$ cat config.mk
export PLATFORM = sky130hd
export DESIGN_NAME = rv_regfile
export DESIGN_NICKNAME = d
export VERILOG_FILES = /design/src/logic/rv_pkg.sv /design/src/logic/rv_regfile.sv
export SDC_FILE = /design/constraint.sdc
export NUM_CORES = 2
export LEC_CHECK = 0
export ABC_AREA = 1
export BUFFER_PORTS_ARGS = -buffer_cell sky130_fd_sc_hd__buf_4
export CAP_MARGIN = 25
export CORE_UTILIZATION = 30
export DETAILED_ROUTE_END_ITERATION = 8
export SLEW_MARGIN = 25
export SYNTH_ARGS = -nofsm -noshare
export SYNTH_HDL_FRONTEND = slang
export SYNTH_SLANG_ARGS = --single-unit
$ cat constraint.sdc
create_clock -name clk -period 2.7 [get_ports clk]
set_clock_uncertainty 0.05 [all_clocks]
set_input_delay 0.27 -clock clk [delete_from_list [all_inputs] [get_ports clk]]
set_output_delay 0.27 -clock clk [all_outputs]
set_load 0.005 [all_outputs]
$ cat src/logic/rv_pkg.sv
`default_nettype none

package rv_pkg;

    typedef logic [31:0] word_t;
    typedef logic [4:0]  reg_addr_t;
    typedef logic [6:0]  opcode_t;

    // Major opcodes
    localparam opcode_t op_imm    = 7'b0010011;
    localparam opcode_t op_reg    = 7'b0110011;
    localparam opcode_t op_lui    = 7'b0110111;
    localparam opcode_t op_auipc  = 7'b0010111;
    localparam opcode_t op_jal    = 7'b1101111;
    localparam opcode_t op_jalr   = 7'b1100111;
    localparam opcode_t op_branch = 7'b1100011;

    // APB register map
    localparam logic [11:0] addr_instr    = 12'h000;
    localparam logic [11:0] addr_pc       = 12'h004;
    localparam logic [11:0] addr_reg_base = 12'h080; // x0 to x31 up to 0x0FC

    typedef struct packed {
        opcode_t    opcode;
        logic [2:0] funct3;
        logic [6:0] funct7;
        reg_addr_t  rd;
        reg_addr_t  rs1;
        reg_addr_t  rs2;
        word_t      imm;
        logic       reg_write;
        logic       invalid;
    } dec_t;

    typedef struct packed {
        word_t      result;
        reg_addr_t  rd;
        logic       reg_write; // Already masked by trap
        logic       trap;
        word_t      next_pc;
    } exu_out_t;

endpackage

`default_nettype wire

$ cat src/logic/rv_regfile.sv
`timescale 1ns/100ps
`default_nettype none

module rv_regfile (
    input  logic              clk,
    input  logic              rst,
    input  rv_pkg::reg_addr_t rd_addr_a,
    input  rv_pkg::reg_addr_t rd_addr_b,
    output rv_pkg::word_t     rd_data_a,
    output rv_pkg::word_t     rd_data_b,
    input  logic              wr_en,
    input  rv_pkg::reg_addr_t wr_addr,
    input  rv_pkg::word_t     wr_data
);
    import rv_pkg::*;

    word_t regs [32];

    always_ff @(posedge clk) begin
        if (rst) begin
            for (int i = 0; i < 32; i++) begin
                regs[i] <= '0;
            end
        end else if (wr_en && (wr_addr != '0)) begin // x0 stays zero
            regs[wr_addr] <= wr_data;
        end
    end

    assign rd_data_a = regs[rd_addr_a];
    assign rd_data_b = regs[rd_addr_b];

    a_x0_zero: assert property (@(posedge clk) disable iff (rst)
        ((rd_addr_a == '0) |-> (rd_data_a == '0)) and ((rd_addr_b == '0) |-> (rd_data_b == '0)))
        else $error("x0 read back nonzero");

endmodule

`default_nettype wire

==> out/qor.yml <==
status: "complete, no violations"
powerDensity_nw_per_um2: 611.6
required_ns: 2.38
numCtsBuffers: 102
place_congestion: 0.9091
dp_cells: 9485
fin_crit_sh: 0.9799
post_synth.cell_area_avg_um2: 7.876
ys_seq_elements: 1024
synth_cell_type_count: 16
ff_latch_area_um2: 30750
firstDrtPassIters: 9
tritoncts: "built"
die_area_um2: 190500
multi_input_area_um2: 22700
wirelength_um: 213500
synth_area_um2: 56630
nNetsFinal: 7144
first_iter_violations: 6792
largest_reg_flops: 1024
grt_max_degree: 103
crit_top_cell: "nand2_1"
ctsResizeCount: 0
mostFrequentLayoutCell: "nand2_1"
final.fill_count: 19040
clkTransAtPathRegs_ns: 0.06
antenna_cells: 0
crit_path_max_fanout: 2
fmax_ghz: 0.3780
critical_path_class: "reg -> out"
first_global_vias: 49750
drv_cap: 0
reg_top3: "regs x1024"
grt_overflow: 0
rows: 159
top_register: "regs"
period_needed_ns: 2.646
worst_pin_slew_ns: 0.7676
grt_first_pass_wirelength_um: 313700
vdd_drop_max_v: 0.0005422
clock-sinks: 1024
p_leak_nw: 26.99
hold_buffers: 0
critical_path.max_stage_delay_ns: 0.41
die_height_um: 436.5
viasPerCell: 5.397
path_cells: "nand2_1, nand3_1, nand3_1, nand2_1, nand2_1, nand2_1, nand2_1, nand2_1, buf_4"
critPathSlowestCell: "edfxtp_1"
cp.arrival_ns: 2.33
post-route-drc-count: 0
initial_core_util: 0.3019
core_um2: 187600
die_x_um: 436.5
io_buffers: 113
cts_buffer_depth: 3
fin_setup_tns_ns: 0
antenna_found_initial: 1
dp_hpwl_um: 127600
track_usage: 0.2161
syn-instance-count: 7191
start_kind: "flop"
cts_htree_levels: 3
ys_seq_area_frac: 0.5429
io_pins: 114
maxSlewHeadroom: 0.4875
hold_path_class: "in -> reg"
syn2layout_area_growth_pct: 14.02
post_cts_buffers: 0
drv_slew: 0
layout_common_cells: "2918 x nand2_1, 1537 x nand3_1, 1024 x edfxtp_1"
yosys_warnings: 0
drive_above_1_share: 0.08106
final_cells: 9675
post_drt_wl_per_cell_um: 22.06
clockRootBuffer: "clkbuf_16"
setup_viol_count_final: 0
drtAntennaViolNets: 0
crit_path_end_kind: "primary output"
path_delay_family: "simple AND/OR/NAND/NOR gates"
finalHoldViolCount: 0
rsz0062_at_grt: "no"
path_buf_inv: 1
num_vias: 52220
[area by class of cell]
class / instances / area share
Timing Repair Buffer: 397 / 0.06708
Multi-Input combinational cell: 5515 / 0.3516
Sequential cell: 1024 / 0.4762
Clock inverter: 75 / 0.01250
Inverter: 54 / 0.004030
Tap cell: 2495 / 0.04834
Clock buffer: 115 / 0.04028
[power breakdown]
part	total, mW	internal [mW]	switching, mW
sequential	18.8	18.4	0.461
combinational	5.72	1.72	4.00
clock	15.0	8.38	6.57
total	39.5	28.5	11.0
[cells in the mapped netlist (all sizes together)]
cell type / n / area share
buf: 437 / 0.043
clkbuf: 192 / 0.013
clkinv: 1 / 0.000066
conb: 1 / 0.000066
edfxtp: 1024 / 0.54
inv: 53 / 0.0036
nand2: 2942 / 0.19
nand3: 1537 / 0.14
nand4: 4 / 0.00044
nor2: 993 / 0.066
nor3: 7 / 0.00062
[worst paths after layout]
check	startpoint	end	slack [ns]	depth (start not counted)
setup / recovery	regs[24][9]	rd_data_a[9]	0.05	9
hold / removal	rst	regs[0][31]	0.07	2
[metrics by stage]
step	instance area [um^2]	utilization	hold slack, ns	setup slack (ns)	power, mW
6_report	64570	0.3442	0.07402	0.05417	39.50
5_1_grt	64570	0.3442	0.06216	0.005211	40.61
3_5_place_dp	61170	0.3260	0.8113	0.2753	24.71
4_1_cts	64570	0.3442	0.03443	0.09217	39.46
2_1_floorplan	56750	-	0.4590	0.5384	22.31
3_3_place_gp	61170	0.3260	0.8087	0.2361	24.62
[cells by family after synthesis]
family / count (synthesis) / synth area share
other: 1 / 0.00006621
AND/OR/NAND/NOR: 5483 / 0.3977
buffers and inverters: 683 / 0.05930
flip-flops: 1024 / 0.5429
[metal layers]
metal,up-vias,wire length [um],track usage
met5,-,13,0
met4,2,12620,0.1321
met3,655,21360,0.02909
met2,3388,102300,0.3648
met1,24780,77180,0.2609
li1,23400,-,-
Note: power is estimated with default switching activity, not from simulation.
