[src/logic/rv_pkg.sv]
`default_nettype none

package rv_pkg;

    typedef logic [31:0] word_t;
    typedef logic [4:0]  reg_addr_t;
    typedef logic [6:0]  opcode_t;

    // Major opcodes
    localparam opcode_t op_imm    = 7'b0010011;
    localparam opcode_t op_reg    = 7'b0110011;
    localparam opcode_t op_lui    = 7'b0110111;
    localparam opcode_t op_auipc  = 7'b0010111;
    localparam opcode_t op_jal    = 7'b1101111;
    localparam opcode_t op_jalr   = 7'b1100111;
    localparam opcode_t op_branch = 7'b1100011;

    // APB register map
    localparam logic [11:0] addr_instr    = 12'h000;
    localparam logic [11:0] addr_pc       = 12'h004;
    localparam logic [11:0] addr_reg_base = 12'h080; // x0 to x31 up to 0x0FC

    typedef struct packed {
        opcode_t    opcode;
        logic [2:0] funct3;
        logic [6:0] funct7;
        reg_addr_t  rd;
        reg_addr_t  rs1;
        reg_addr_t  rs2;
        word_t      imm;
        logic       reg_write;
        logic       invalid;
    } dec_t;

    typedef struct packed {
        word_t      result;
        reg_addr_t  rd;
        logic       reg_write; // Already masked by trap
        logic       trap;
        word_t      next_pc;
    } exu_out_t;

endpackage

`default_nettype wire

[src/logic/rv_decoder.sv]
`timescale 1ns/100ps
`default_nettype none

module rv_decoder (
    input  rv_pkg::word_t instr,
    output rv_pkg::dec_t  dec
);
    import rv_pkg::*;

    opcode_t    opcode;
    logic [2:0] funct3;
    logic [6:0] funct7;
    word_t      imm_i;
    word_t      imm_u;
    word_t      imm_j;
    word_t      imm_b;
    word_t      imm_sh;
    logic       opcode_ok;
    logic       funct_ok;

    assign opcode = instr[6:0];
    assign funct3 = instr[14:12];
    assign funct7 = instr[31:25];

    assign imm_i  = {{20{instr[31]}}, instr[31:20]};
    assign imm_u  = {instr[31:12], 12'b0};
    assign imm_j  = {{12{instr[31]}}, instr[19:12], instr[20], instr[30:21], 1'b0};
    assign imm_b  = {{20{instr[31]}}, instr[7], instr[30:25], instr[11:8], 1'b0};
    assign imm_sh = {27'b0, instr[24:20]}; // Shift amount only

    always_comb begin
        dec.opcode    = opcode;
        dec.funct3    = funct3;
        dec.funct7    = funct7;
        dec.rd        = instr[11:7];
        dec.rs1       = instr[19:15];
        dec.rs2       = instr[24:20];
        dec.imm       = '0;
        dec.reg_write = 1'b0;
        opcode_ok     = 1'b1;
        funct_ok      = 1'b1;
        case (opcode)
            op_imm: begin
                dec.reg_write = 1'b1;
                if (funct3 == 3'b001) begin
                    dec.imm  = imm_sh;
                    funct_ok = (funct7 == 7'b0000000);
                end else if (funct3 == 3'b101) begin
                    dec.imm  = imm_sh;
                    funct_ok = (funct7 == 7'b0000000) || (funct7 == 7'b0100000);
                end else begin
                    dec.imm = imm_i;
                end
            end
            op_reg: begin
                dec.reg_write = 1'b1;
                case (funct7)
                    7'b0000000: funct_ok = 1'b1;
                    7'b0100000: funct_ok = (funct3 == 3'b000) || (funct3 == 3'b101); // SUB, SRA
                    7'b0000001: funct_ok = (funct3 != 3'b010) && (funct3 != 3'b011); // No MULHSU/MULHU
                    default:    funct_ok = 1'b0;
                endcase
            end
            op_lui, op_auipc: begin
                dec.imm       = imm_u;
                dec.reg_write = 1'b1;
            end
            op_jal: begin
                dec.imm       = imm_j;
                dec.reg_write = 1'b1;
            end
            op_jalr: begin
                dec.imm       = imm_i;
                dec.reg_write = 1'b1;
                funct_ok      = (funct3 == 3'b000);
            end
            op_branch: begin
                dec.imm  = imm_b;
                funct_ok = (funct3 != 3'b010) && (funct3 != 3'b011);
            end
            default: opcode_ok = 1'b0; // Loads, stores, SYSTEM and the rest
        endcase
        dec.invalid = !opcode_ok || !funct_ok;
    end

endmodule

`default_nettype wire

[config.mk]
export PLATFORM = sky130hd
export DESIGN_NAME = rv_decoder
export DESIGN_NICKNAME = d
export VERILOG_FILES = /design/src/logic/rv_pkg.sv /design/src/logic/rv_decoder.sv
export SDC_FILE = /design/constraint.sdc
export NUM_CORES = 1
export LEC_CHECK = 0
export BUFFER_PORTS_ARGS = -buffer_cell sky130_fd_sc_hd__clkbuf_2
export CORE_MARGIN = 2
export CORE_UTILIZATION = 38
export DETAILED_ROUTE_END_ITERATION = 10
export PLACE_DENSITY = 0.94
export SLEW_MARGIN = 10
export SYNTH_ARGS = -nofsm -noshare
export SYNTH_HDL_FRONTEND = slang
export SYNTH_SLANG_ARGS = --single-unit
[constraint.sdc]
create_clock -name vclk -period 3.25
set_input_delay 0.4875 -clock vclk [all_inputs]
set_output_delay 0.4875 -clock vclk [all_outputs]
set_load 0.05 [all_outputs]
==> flow_summary.yaml <==
status:
  status: "finished clean"
cells_and_area:
  area_delta_synth_final_pct: 29.56
  nFlopsAndLatches: 0
  clkbuf_count: 0
  diodes: 0
  final_nets: 205
  seqCellArea_um2: 0
  fin_area_um2: 1102
  drive_gt1_share_pct: 70.76
worst_setup_path:
  path_class: "in -> out"
  crit_path_frequent_cell: "clkbuf_2"
  cp.arrival_ps: 1980
  cp_top_family: "simple AND/OR/NAND/NOR gates"
  critPathBufInv: 2
  path_cells: "clkbuf_2 -> and3b_1 -> nand3_4 -> a31oi_4 -> a21o_2 -> clkbuf_2"
  cp_max_fo: 11
  cp_slowest_stage_delay_ps: 420
  required_ps: 2760
  startpoint_type: "input pin"
  worstSetupEndpointType: "primary output"
  critPathSlowestCell: "and3b_1"
timing:
  hold_viol: 0
  relSlewSlack_pct: 77.26
  clock.fmax_mhz: 404.5
  post-route-period-util_pct: 76.06
  min_period_ps: 2472
  slew_viol_final: 0
  finalSetupViolCount: 0
  setup_tns_ps: 0
  worstMarginPinSlew_ps: 341.0
  rsz0062_at_grt: "no"
clock_network:
  cts_hold_buf: 0
  cts_resized: 0
  post_cts_buffers: 0
die:
  fp.coreArea_um2: 2170
  die_h_um: 51.32
  num_rows: 17
  dieWidth_um: 51.32
  ios: 98
  die_area_um2: 2633
  initial_utilization_pct: 39.22
synthesis:
  syn_nets: 140
  syn_inst: 108
  syn_area_um2: 850.8
  yosysSeqAreaShare_pct: 0
  yosys_warnings: 0
  syn_area_per_cell_um2: 7.878
  synth_cell_types: 37
place:
  dpl_cell_area_um2: 1102
  portBuffers: 98
  routabilityCongestion: 0.7827
  hpwl_mm: 2.192
detailed_routing:
  dr.pass1.iters: 4
  vias: 1008
  wl_mm: 2.498
  avgRoutedWirePerCell_um: 12.55
  drcViolationCount: 0
  drtIter0Drc: 25
  antenna_left: 0
  via_per_inst: 5.065
global_route:
  grt_pass1_vias: 898
  antenna_found_initial: 0
  grt_usage_pct: 17.70
  grt_max_degree: 12
  grt_first_pass_wirelength_mm: 3.801
  grt-ovfl-total: 0
hold_path:
  min_path_type: "in -> out"
power_and_ir_drop:
  ir_drop_mv: 0.08563
  p_leak_nw: 0.7815
  power.density_nw_per_um2: 166.3
run:
  timing.max_cap.violations: 0
[synthesized netlist by cell type]
library cell	number	share of area (%)
a31oi_4	1	2.5
and3_2	1	0.88
nor4_1	1	0.74
nor4b_4	1	2.8
nand2_1	3	1.3
nand3b_1	1	0.88
a21o_2	11	11
and4_1	1	1.0
nand4_1	1	0.74
and4b_1	1	1.2
a31oi_1	1	0.74
o21ai_0	2	1.2
a41oi_1	1	1.0
nand2_4	1	1.3
o21a_1	1	0.88
nor2b_1	2	1.5
a211o_1	1	1.0
or2b_2	1	1.0
inv_1	2	0.88
and3_4	1	1.3
nor2_1	5	2.2
nor3_1	1	0.59
and2_1	6	4.4
buf_6	3	4.0
and3b_1	1	1.0
nand2_2	1	0.74
a21oi_1	2	1.2
nand2b_1	1	0.74
a21o_1	8	7.1
a22o_1	4	4.1
a21oi_4	1	1.9
nor4_2	1	1.5
nand3_1	3	1.8
and3b_2	1	1.2
buf_4	32	28
nand3_4	2	4.1
xor2_1	1	1.0
[final cells by class]
cell class         count  area (um2)
fillers              227        1067
multi-input cells     71       569.3
repair buffers        98       490.5
well taps             28       35.03
inverters              2       7.507
[path summary, 6_finish.rpt]
path | cells after the start | endpoint | slack (ps) | start
worst max-delay path | 6 | dec[26] | 780 | instr[3]
worst min-delay path | 2 | dec[40] | 1290 | instr[16]
[logic make-up after synthesis]
family	count (synthesis)	synth area share [%]
AO/OA/AOI/OAI	33	32.94
XOR/XNOR	1	1.030
buffers and inverters	37	33.09
AND/OR/NAND/NOR	37	32.94
[placed cells by master, fill, tap and decap left out]
| master | instances |
|---|---|
| nand2b_1 | 1 |
| nor3_1 | 1 |
| nand2_2 | 1 |
| nor4_1 | 1 |
| and2_1 | 6 |
| nor2_1 | 5 |
| and3_2 | 1 |
| a211o_1 | 1 |
| a21oi_1 | 2 |
| nor2b_1 | 2 |
| nand3_1 | 3 |
| and4b_1 | 1 |
| and4_1 | 1 |
| nand2_4 | 1 |
| inv_1 | 2 |
| nand4_1 | 1 |
| and3_4 | 1 |
| clkbuf_2 | 98 |
| o21a_1 | 1 |
| nand2_1 | 3 |
| xor2_1 | 1 |
| a22o_1 | 4 |
| a31oi_4 | 1 |
| nor4b_4 | 1 |
| o21ai_0 | 2 |
| and3b_1 | 1 |
| nand3_4 | 2 |
| a21o_2 | 11 |
| a21o_1 | 8 |
| and3b_2 | 1 |
| a21oi_4 | 1 |
| nor4_2 | 1 |
| a31oi_1 | 1 |
| nand3b_1 | 1 |
| or2b_2 | 1 |
| a41oi_1 | 1 |
[per-stage QoR]
| step | instances | power [mW] | util, % | setup WS (ps) | hold WS (ps) |
|---|---|---|---|---|---|
| 2_1_floorplan | 108 | 0.1549 | - | 731.8 | 1142 |
| 3_3_place_gp | 199 | 0.1830 | 50.81 | 815.2 | 1289 |
| 3_5_place_dp | 199 | 0.1839 | 50.81 | 762.7 | 1290 |
| 4_1_cts | 199 | 0.1843 | 50.81 | 766.9 | 1290 |
| 5_1_grt | 199 | 0.1928 | 50.81 | 651.7 | 1297 |
| 6_report | 199 | 0.1833 | 50.81 | 778.0 | 1291 |
[report_power, final]
part           leakage (nW)  total [mW]  switching (mW)  internal (mW)
sequential                0           0               0              0
combinational         0.781       0.183           0.140         0.0434
clock                     0           0               0              0
[layer usage]
metal	global-route usage, %	up-vias	part of all wire [%]
li1	-	489	-
met1	21.75	446	39
met2	34.42	73	49
met3	2.047	0	13
met4	0.4386	0	0
met5	0	-	0
No activity file was read; power rests on OpenSTA's default activity.
