==> src/logic/rv_pkg.sv <==
`default_nettype none

package rv_pkg;

    typedef logic [31:0] word_t;
    typedef logic [4:0]  reg_addr_t;
    typedef logic [6:0]  opcode_t;

    // Major opcodes
    localparam opcode_t op_imm    = 7'b0010011;
    localparam opcode_t op_reg    = 7'b0110011;
    localparam opcode_t op_lui    = 7'b0110111;
    localparam opcode_t op_auipc  = 7'b0010111;
    localparam opcode_t op_jal    = 7'b1101111;
    localparam opcode_t op_jalr   = 7'b1100111;
    localparam opcode_t op_branch = 7'b1100011;

    // APB register map
    localparam logic [11:0] addr_instr    = 12'h000;
    localparam logic [11:0] addr_pc       = 12'h004;
    localparam logic [11:0] addr_reg_base = 12'h080; // x0 to x31 up to 0x0FC

    typedef struct packed {
        opcode_t    opcode;
        logic [2:0] funct3;
        logic [6:0] funct7;
        reg_addr_t  rd;
        reg_addr_t  rs1;
        reg_addr_t  rs2;
        word_t      imm;
        logic       reg_write;
        logic       invalid;
    } dec_t;

    typedef struct packed {
        word_t      result;
        reg_addr_t  rd;
        logic       reg_write; // Already masked by trap
        logic       trap;
        word_t      next_pc;
    } exu_out_t;

endpackage

`default_nettype wire

==> src/logic/rv_apb_ctrl.sv <==
`timescale 1ns/100ps
`default_nettype none

module rv_apb_ctrl (
    input  logic               clk,
    input  logic               rst,
    input  logic [11:0]        paddr,
    input  logic               psel,
    input  logic               penable,
    input  logic               pwrite,
    input  rv_pkg::word_t      pwdata,
    output rv_pkg::word_t      prdata,
    output logic               pready,
    output logic               pslverr,
    output rv_pkg::reg_addr_t  rs_addr_a,
    output rv_pkg::reg_addr_t  rs_addr_b,
    input  rv_pkg::reg_addr_t  dec_rs1,
    input  rv_pkg::reg_addr_t  dec_rs2,
    input  rv_pkg::word_t      rs_data_a,
    output logic               wr_en,
    output rv_pkg::reg_addr_t  wr_addr,
    output rv_pkg::word_t      wr_data,
    output rv_pkg::word_t      pc,
    input  rv_pkg::exu_out_t   exu_out
);
    import rv_pkg::*;

    word_t     last_instr;
    reg_addr_t reg_idx;
    logic      access;
    logic      is_instr;
    logic      is_pc;
    logic      is_reg;
    logic      commit;
    logic      host_reg_wr;

    assign access   = psel && penable;
    assign is_instr = (paddr == addr_instr);
    assign is_pc    = (paddr == addr_pc);
    assign is_reg   = (paddr[11:7] == addr_reg_base[11:7]) && (paddr[1:0] == 2'b00);
    assign reg_idx  = paddr[6:2];

    assign commit      = access && pwrite && is_instr && !exu_out.trap;
    assign host_reg_wr = access && pwrite && is_reg;

    assign rs_addr_a = (is_instr && pwrite) ? dec_rs1 : reg_idx;
    assign rs_addr_b = dec_rs2;

    // One write port shared by execute and host
    assign wr_en   = (commit && exu_out.reg_write) || host_reg_wr;
    assign wr_addr = commit ? exu_out.rd : reg_idx;
    assign wr_data = commit ? exu_out.result : pwdata;

    assign pready  = access; // No wait states
    assign pslverr = access && (!(is_instr || is_pc || is_reg) ||
                                (is_instr && pwrite && exu_out.trap));

    always_comb begin
        if (is_instr) prdata = last_instr;
        else if (is_pc) prdata = pc;
        else if (is_reg) prdata = rs_data_a;
        else prdata = '0;
    end

    always_ff @(posedge clk) begin
        if (rst) begin
            pc         <= '0;
            last_instr <= '0;
        end else if (commit) begin
            pc         <= exu_out.next_pc;
            last_instr <= pwdata;
        end else if (access && pwrite && is_pc) begin
            pc <= pwdata;
        end
    end

    a_penable_needs_psel: assert property (@(posedge clk) disable iff (rst)
        $rose(penable) |-> psel) else $error("penable rose without psel");

    // Host leaves the access cycle after one clock
    a_single_access: assert property (@(posedge clk) disable iff (rst)
        (psel && penable) |=> !penable) else $error("access cycle held past pready");

endmodule

`default_nettype wire

==> config.mk <==
export PLATFORM = sky130hd
export DESIGN_NAME = rv_apb_ctrl
export DESIGN_NICKNAME = d
export VERILOG_FILES = /design/src/logic/rv_pkg.sv /design/src/logic/rv_apb_ctrl.sv
export SDC_FILE = /design/constraint.sdc
export NUM_CORES = 1
export LEC_CHECK = 0
export ABC_AREA = 1
export BUFFER_PORTS_ARGS = -buffer_cell sky130_fd_sc_hd__buf_2
export CAP_MARGIN = 10
export CORE_AREA = 2 2 108 110
export CTS_CLUSTER_SIZE = 20
export DETAILED_ROUTE_END_ITERATION = 7
export DIE_AREA = 0 0 110 112
export PLACE_DENSITY = 0.83
export SYNTH_ARGS = -nofsm -noshare
export SYNTH_HDL_FRONTEND = slang
export SYNTH_SLANG_ARGS = --single-unit
==> constraint.sdc <==
create_clock -name clk -period 2.15 [get_ports clk]
set_input_delay 0.215 -clock clk [delete_from_list [all_inputs] [get_ports clk]]
set_output_delay 0.215 -clock clk [all_outputs]
set_load 0.005 [all_outputs]
==> Flow_metrics.wiki <==
{| class="wikitable"
! Metric !! Value
|-
| Status || complete, no violations
|-
| Worst setup path class || in2out
|-
| Flops & latches, synth || 64
|-
| Number of input and output port buffers inserted || 265
|-
| Via-to-Cell Ratio || approximately 4.9
|-
| Number of hold buffers added after cts || 0
|-
| RSZ-0062 raised after global routing || no
|-
| YS warnings || 0
|-
| Post-route clock skew || 0 ns
|-
| Area of the core region || between 10,000 and 15,000 um2
|-
| Number of nets with antenna violations after detailed routing || 0
|-
| Worst slew slack as a fraction of its limit || 0.564
|-
| Post-synthesis sequential area ratio || 0.306
|-
| Avg Synthesized Cell Area || a little under 6 um2
|-
| Destination of the critical timing path || wr_data[23]
|-
| Launching element of the worst setup path || paddr[6]
|-
| CP max-delay cell || sky130_fd_sc_hd__buf_12
|-
| Crit path max fanout || between 80 and 90
|-
| Number of cells in the finished layout apart from fillers || ~1,100
|-
| Highest clock frequency the design can meet || roughly 0.55 GHz
|-
| Reg2Reg Capture Point || pc[18]
|-
| Die ar. || between 10,000 and 15,000 um2
|-
| Endpoints failing setup || 0
|-
| Fraction of layout instances using a drive strength above 1 || 0.321
|-
| Stage delay of the slowest cell on the critical path || 0.26 ns
|-
| Count of distinct cell types in the synthesized netlist || 20
|-
| # resized after CTS || 0
|-
| Power Density || 520 nW/um2
|-
| Minimum clock period || 1.81 ns
|-
| Total Negative Setup Slacks || 0 ns
|-
| Total leakage power || roughly 0.0033 uW
|-
| CTS tree || done
|-
| Total clock buffers created by CTS || 9
|-
| Stages on worst setup path || 9
|-
| Post-DP HPWL || ~11,000 um
|-
| VDD IR-drop max || between 300 and 400 uV
|-
| Pre-Repair DR Iteration Count || 6
|-
| Synthesized netlist cell count || between 700 and 800
|-
| Clock latency on the worst-skew pair || around 0.32 ns
|-
| Setup bufs post-CTS || 0
|-
| Element type at the critical path end || primary output
|-
| GP Congestion || around 0.85
|-
| Average wire length per cell after detail routing || 13.6 um
|-
| Maximum clock path buffer count || 2
|-
| Root buffer cell || sky130_fd_sc_hd__clkbuf_16
|-
| Num ports || around 280
|-
| Die W || between 100 and 150 um
|-
| Startpoint of the lowest-slack register-to-register path || pc[18]
|-
| Vias || approximately 5,400
|-
| Detailed router's first-iteration violation count || 447
|-
| Clock transition at the register clock pins on the worst setup and hold paths after CTS || 0.05 ns
|-
| Req. time, crit path || 1.93 ns
|-
| Endpoint arrival time on the critical path || approximately 1.6 ns
|-
| Clock H-tree levels || 3
|-
| Final #Nets || 1,116
|-
| Remaining global-route overflow || 0
|-
| Fin crit share || 0.842
|-
| Die extent in y || 112 um
|-
| Area growth from synthesis to final layout || 44.2%
|-
| Net count after synthesis || around 870
|-
| Routed Wire Length || 15,000 um
|-
| Number of rows in the core area || 39
|-
| Overall global routing resource usage || 0.238
|-
| Slack of the worst reg-to-reg path || roughly 1.5 ns
|-
| Startpoint type of the worst setup path || primary input
|-
| Final hold violation count || 0
|-
| Cell count after placement || 1,086
|-
| DRC Markers || 0
|-
| Number of cell instances on the worst register-to-register path || 3
|-
| Post-Synthesis Cell Area || between 4000 and 5000 um2
|-
| Hold crit path type || in2reg
|-
| Number of buffers and inverters on the critical path || 3
|-
| Max-slew violation total from the final report || 0
|-
| Number of global-route vias before repair || ~4,800
|-
| Max capacitance violation total || 0
|-
| First-pass GRT wire length || between 20,000 and 25,000 um
|-
| Pin count of the biggest net entering global routing || between 80 and 90
|-
| Number of antenna violations at the first check in global routing || 0
|-
| Initial Utilization || 0.374
|-
| Top delay family on crit path || simple AND/OR/NAND/NOR gates
|-
| Critical path cell sequence || buf_2, nor2_1, nand2_1, nor2_4, nand3_4, buf_12, nand2_1, o21ai_0, buf_2
|-
| Slew @ Worst Pin || 0.653 ns
|-
| TritonCTS Sinks || 64
|-
| Antenna Cells || 0
|}
==> area by class of cell <==
cell class | instances | area (um2)
fill | 1165 | 5140
multi-input combinational | 486 | 2280
timing repair buffer | 285 | 1550
sequential | 64 | 1280
inverter | 108 | 405
clock buffer | 14 | 274
tap | 143 | 179
clock inverter | 2 | 60.1
==> worst min-delay path, stage by stage <==
cell and delay (ns):
sky130_fd_sc_hd__buf_2 0.09, sky130_fd_sc_hd__o21ai_1 0.06, sky130_fd_sc_hd__a21oi_1 0.10
==> flip-flops by register name, indices dropped and copies added, names as in the netlist <==
register    cells
pc             32
last_instr     32
==> worst min-delay path by stage <==
stage / from / endpoint / slack [ns] / depth (start not counted)
floorplan: pwdata[10] / last_instr[10] / 0.39 / 2
global placement: dec_rs2[3] / rs_addr_b[3] / 0.43 / 0
detailed placement: dec_rs2[3] / rs_addr_b[3] / 0.43 / 0
CTS: pwdata[8] / last_instr[8] / 0.16 / 3
global route: pwdata[8] / last_instr[8] / 0.18 / 3
finish: pwdata[2] / last_instr[2] / 0.18 / 3
==> placed cells by master, fill, tap and decap left out <==
| cell type | count |
|---|---|
| sky130_fd_sc_hd__nand2_1 | 201 |
| sky130_fd_sc_hd__nor2_4 | 3 |
| sky130_fd_sc_hd__nand3_2 | 1 |
| sky130_fd_sc_hd__a21oi_1 | 33 |
| sky130_fd_sc_hd__nand4_1 | 33 |
| sky130_fd_sc_hd__buf_12 | 6 |
| sky130_fd_sc_hd__clkbuf_16 | 9 |
| sky130_fd_sc_hd__o21ai_0 | 24 |
| sky130_fd_sc_hd__nand3_4 | 1 |
| sky130_fd_sc_hd__inv_1 | 103 |
| sky130_fd_sc_hd__buf_4 | 14 |
| sky130_fd_sc_hd__clkbuf_8 | 3 |
| sky130_fd_sc_hd__inv_2 | 4 |
| sky130_fd_sc_hd__clkbuf_1 | 2 |
| sky130_fd_sc_hd__clkinv_1 | 1 |
| sky130_fd_sc_hd__nor2_1 | 71 |
| sky130_fd_sc_hd__nand3_1 | 29 |
| sky130_fd_sc_hd__dfxtp_1 | 64 |
| sky130_fd_sc_hd__o211ai_1 | 19 |
| sky130_fd_sc_hd__o21ai_1 | 46 |
| sky130_fd_sc_hd__buf_2 | 265 |
| sky130_fd_sc_hd__nand3b_1 | 25 |
| sky130_fd_sc_hd__bufinv_16 | 2 |
==> cells by family after synthesis <==
kind of cell	synth area share
AOI/OAI and AO/OA	0.157
buffers and inverters	0.153
DFF	0.306
and+or+nand+nor	0.383
==> routing by layer <==
layer  vias to the layer above  GRT usage  wire (um)
li1                       2754          -          -
met1                      2377      0.299       6410
met2                       251      0.405       7250
met3                        22     0.0410       1110
met4                         0     0.0852        265
met5                         -          0          0
==> power breakdown <==
group / leakage, uW / switching, uW / internal, uW
combinational: 0.00267 / 174 / 173
clock: 0.000163 / 490 / 1110
sequential: 0.000515 / 0.0390 / 1190
total: 0.00335 / 664 / 2470
==> cell usage after synthesis, drive strengths merged <==
master | count | share of area
dfxtp | 64 | 0.31
clkinv | 2 | 0.0018
inv | 106 | 0.095
nand3 | 31 | 0.039
nor2 | 74 | 0.069
nand4 | 33 | 0.049
clkbuf | 32 | 0.029
nand3b | 25 | 0.045
a21oi | 33 | 0.039
o211ai | 19 | 0.034
o21ai | 70 | 0.084
buf | 21 | 0.027
nand2 | 201 | 0.18
==> through the flow <==
stage               hold WS, ns  utilization  setup slack [ns]  power [uW]  instance area (um2)
floorplan                 0.391            -             0.716        1340                 4180
global placement          0.430        0.510             0.313        1550                 5700
detailed placement        0.430        0.510             0.311        1560                 5700
CTS                       0.163        0.540             0.318        3170                 6030
global route              0.183        0.540             0.164        3260                 6030
finish                    0.178        0.540             0.339        3130                 6030
Power figures use the tool's default switching activity.
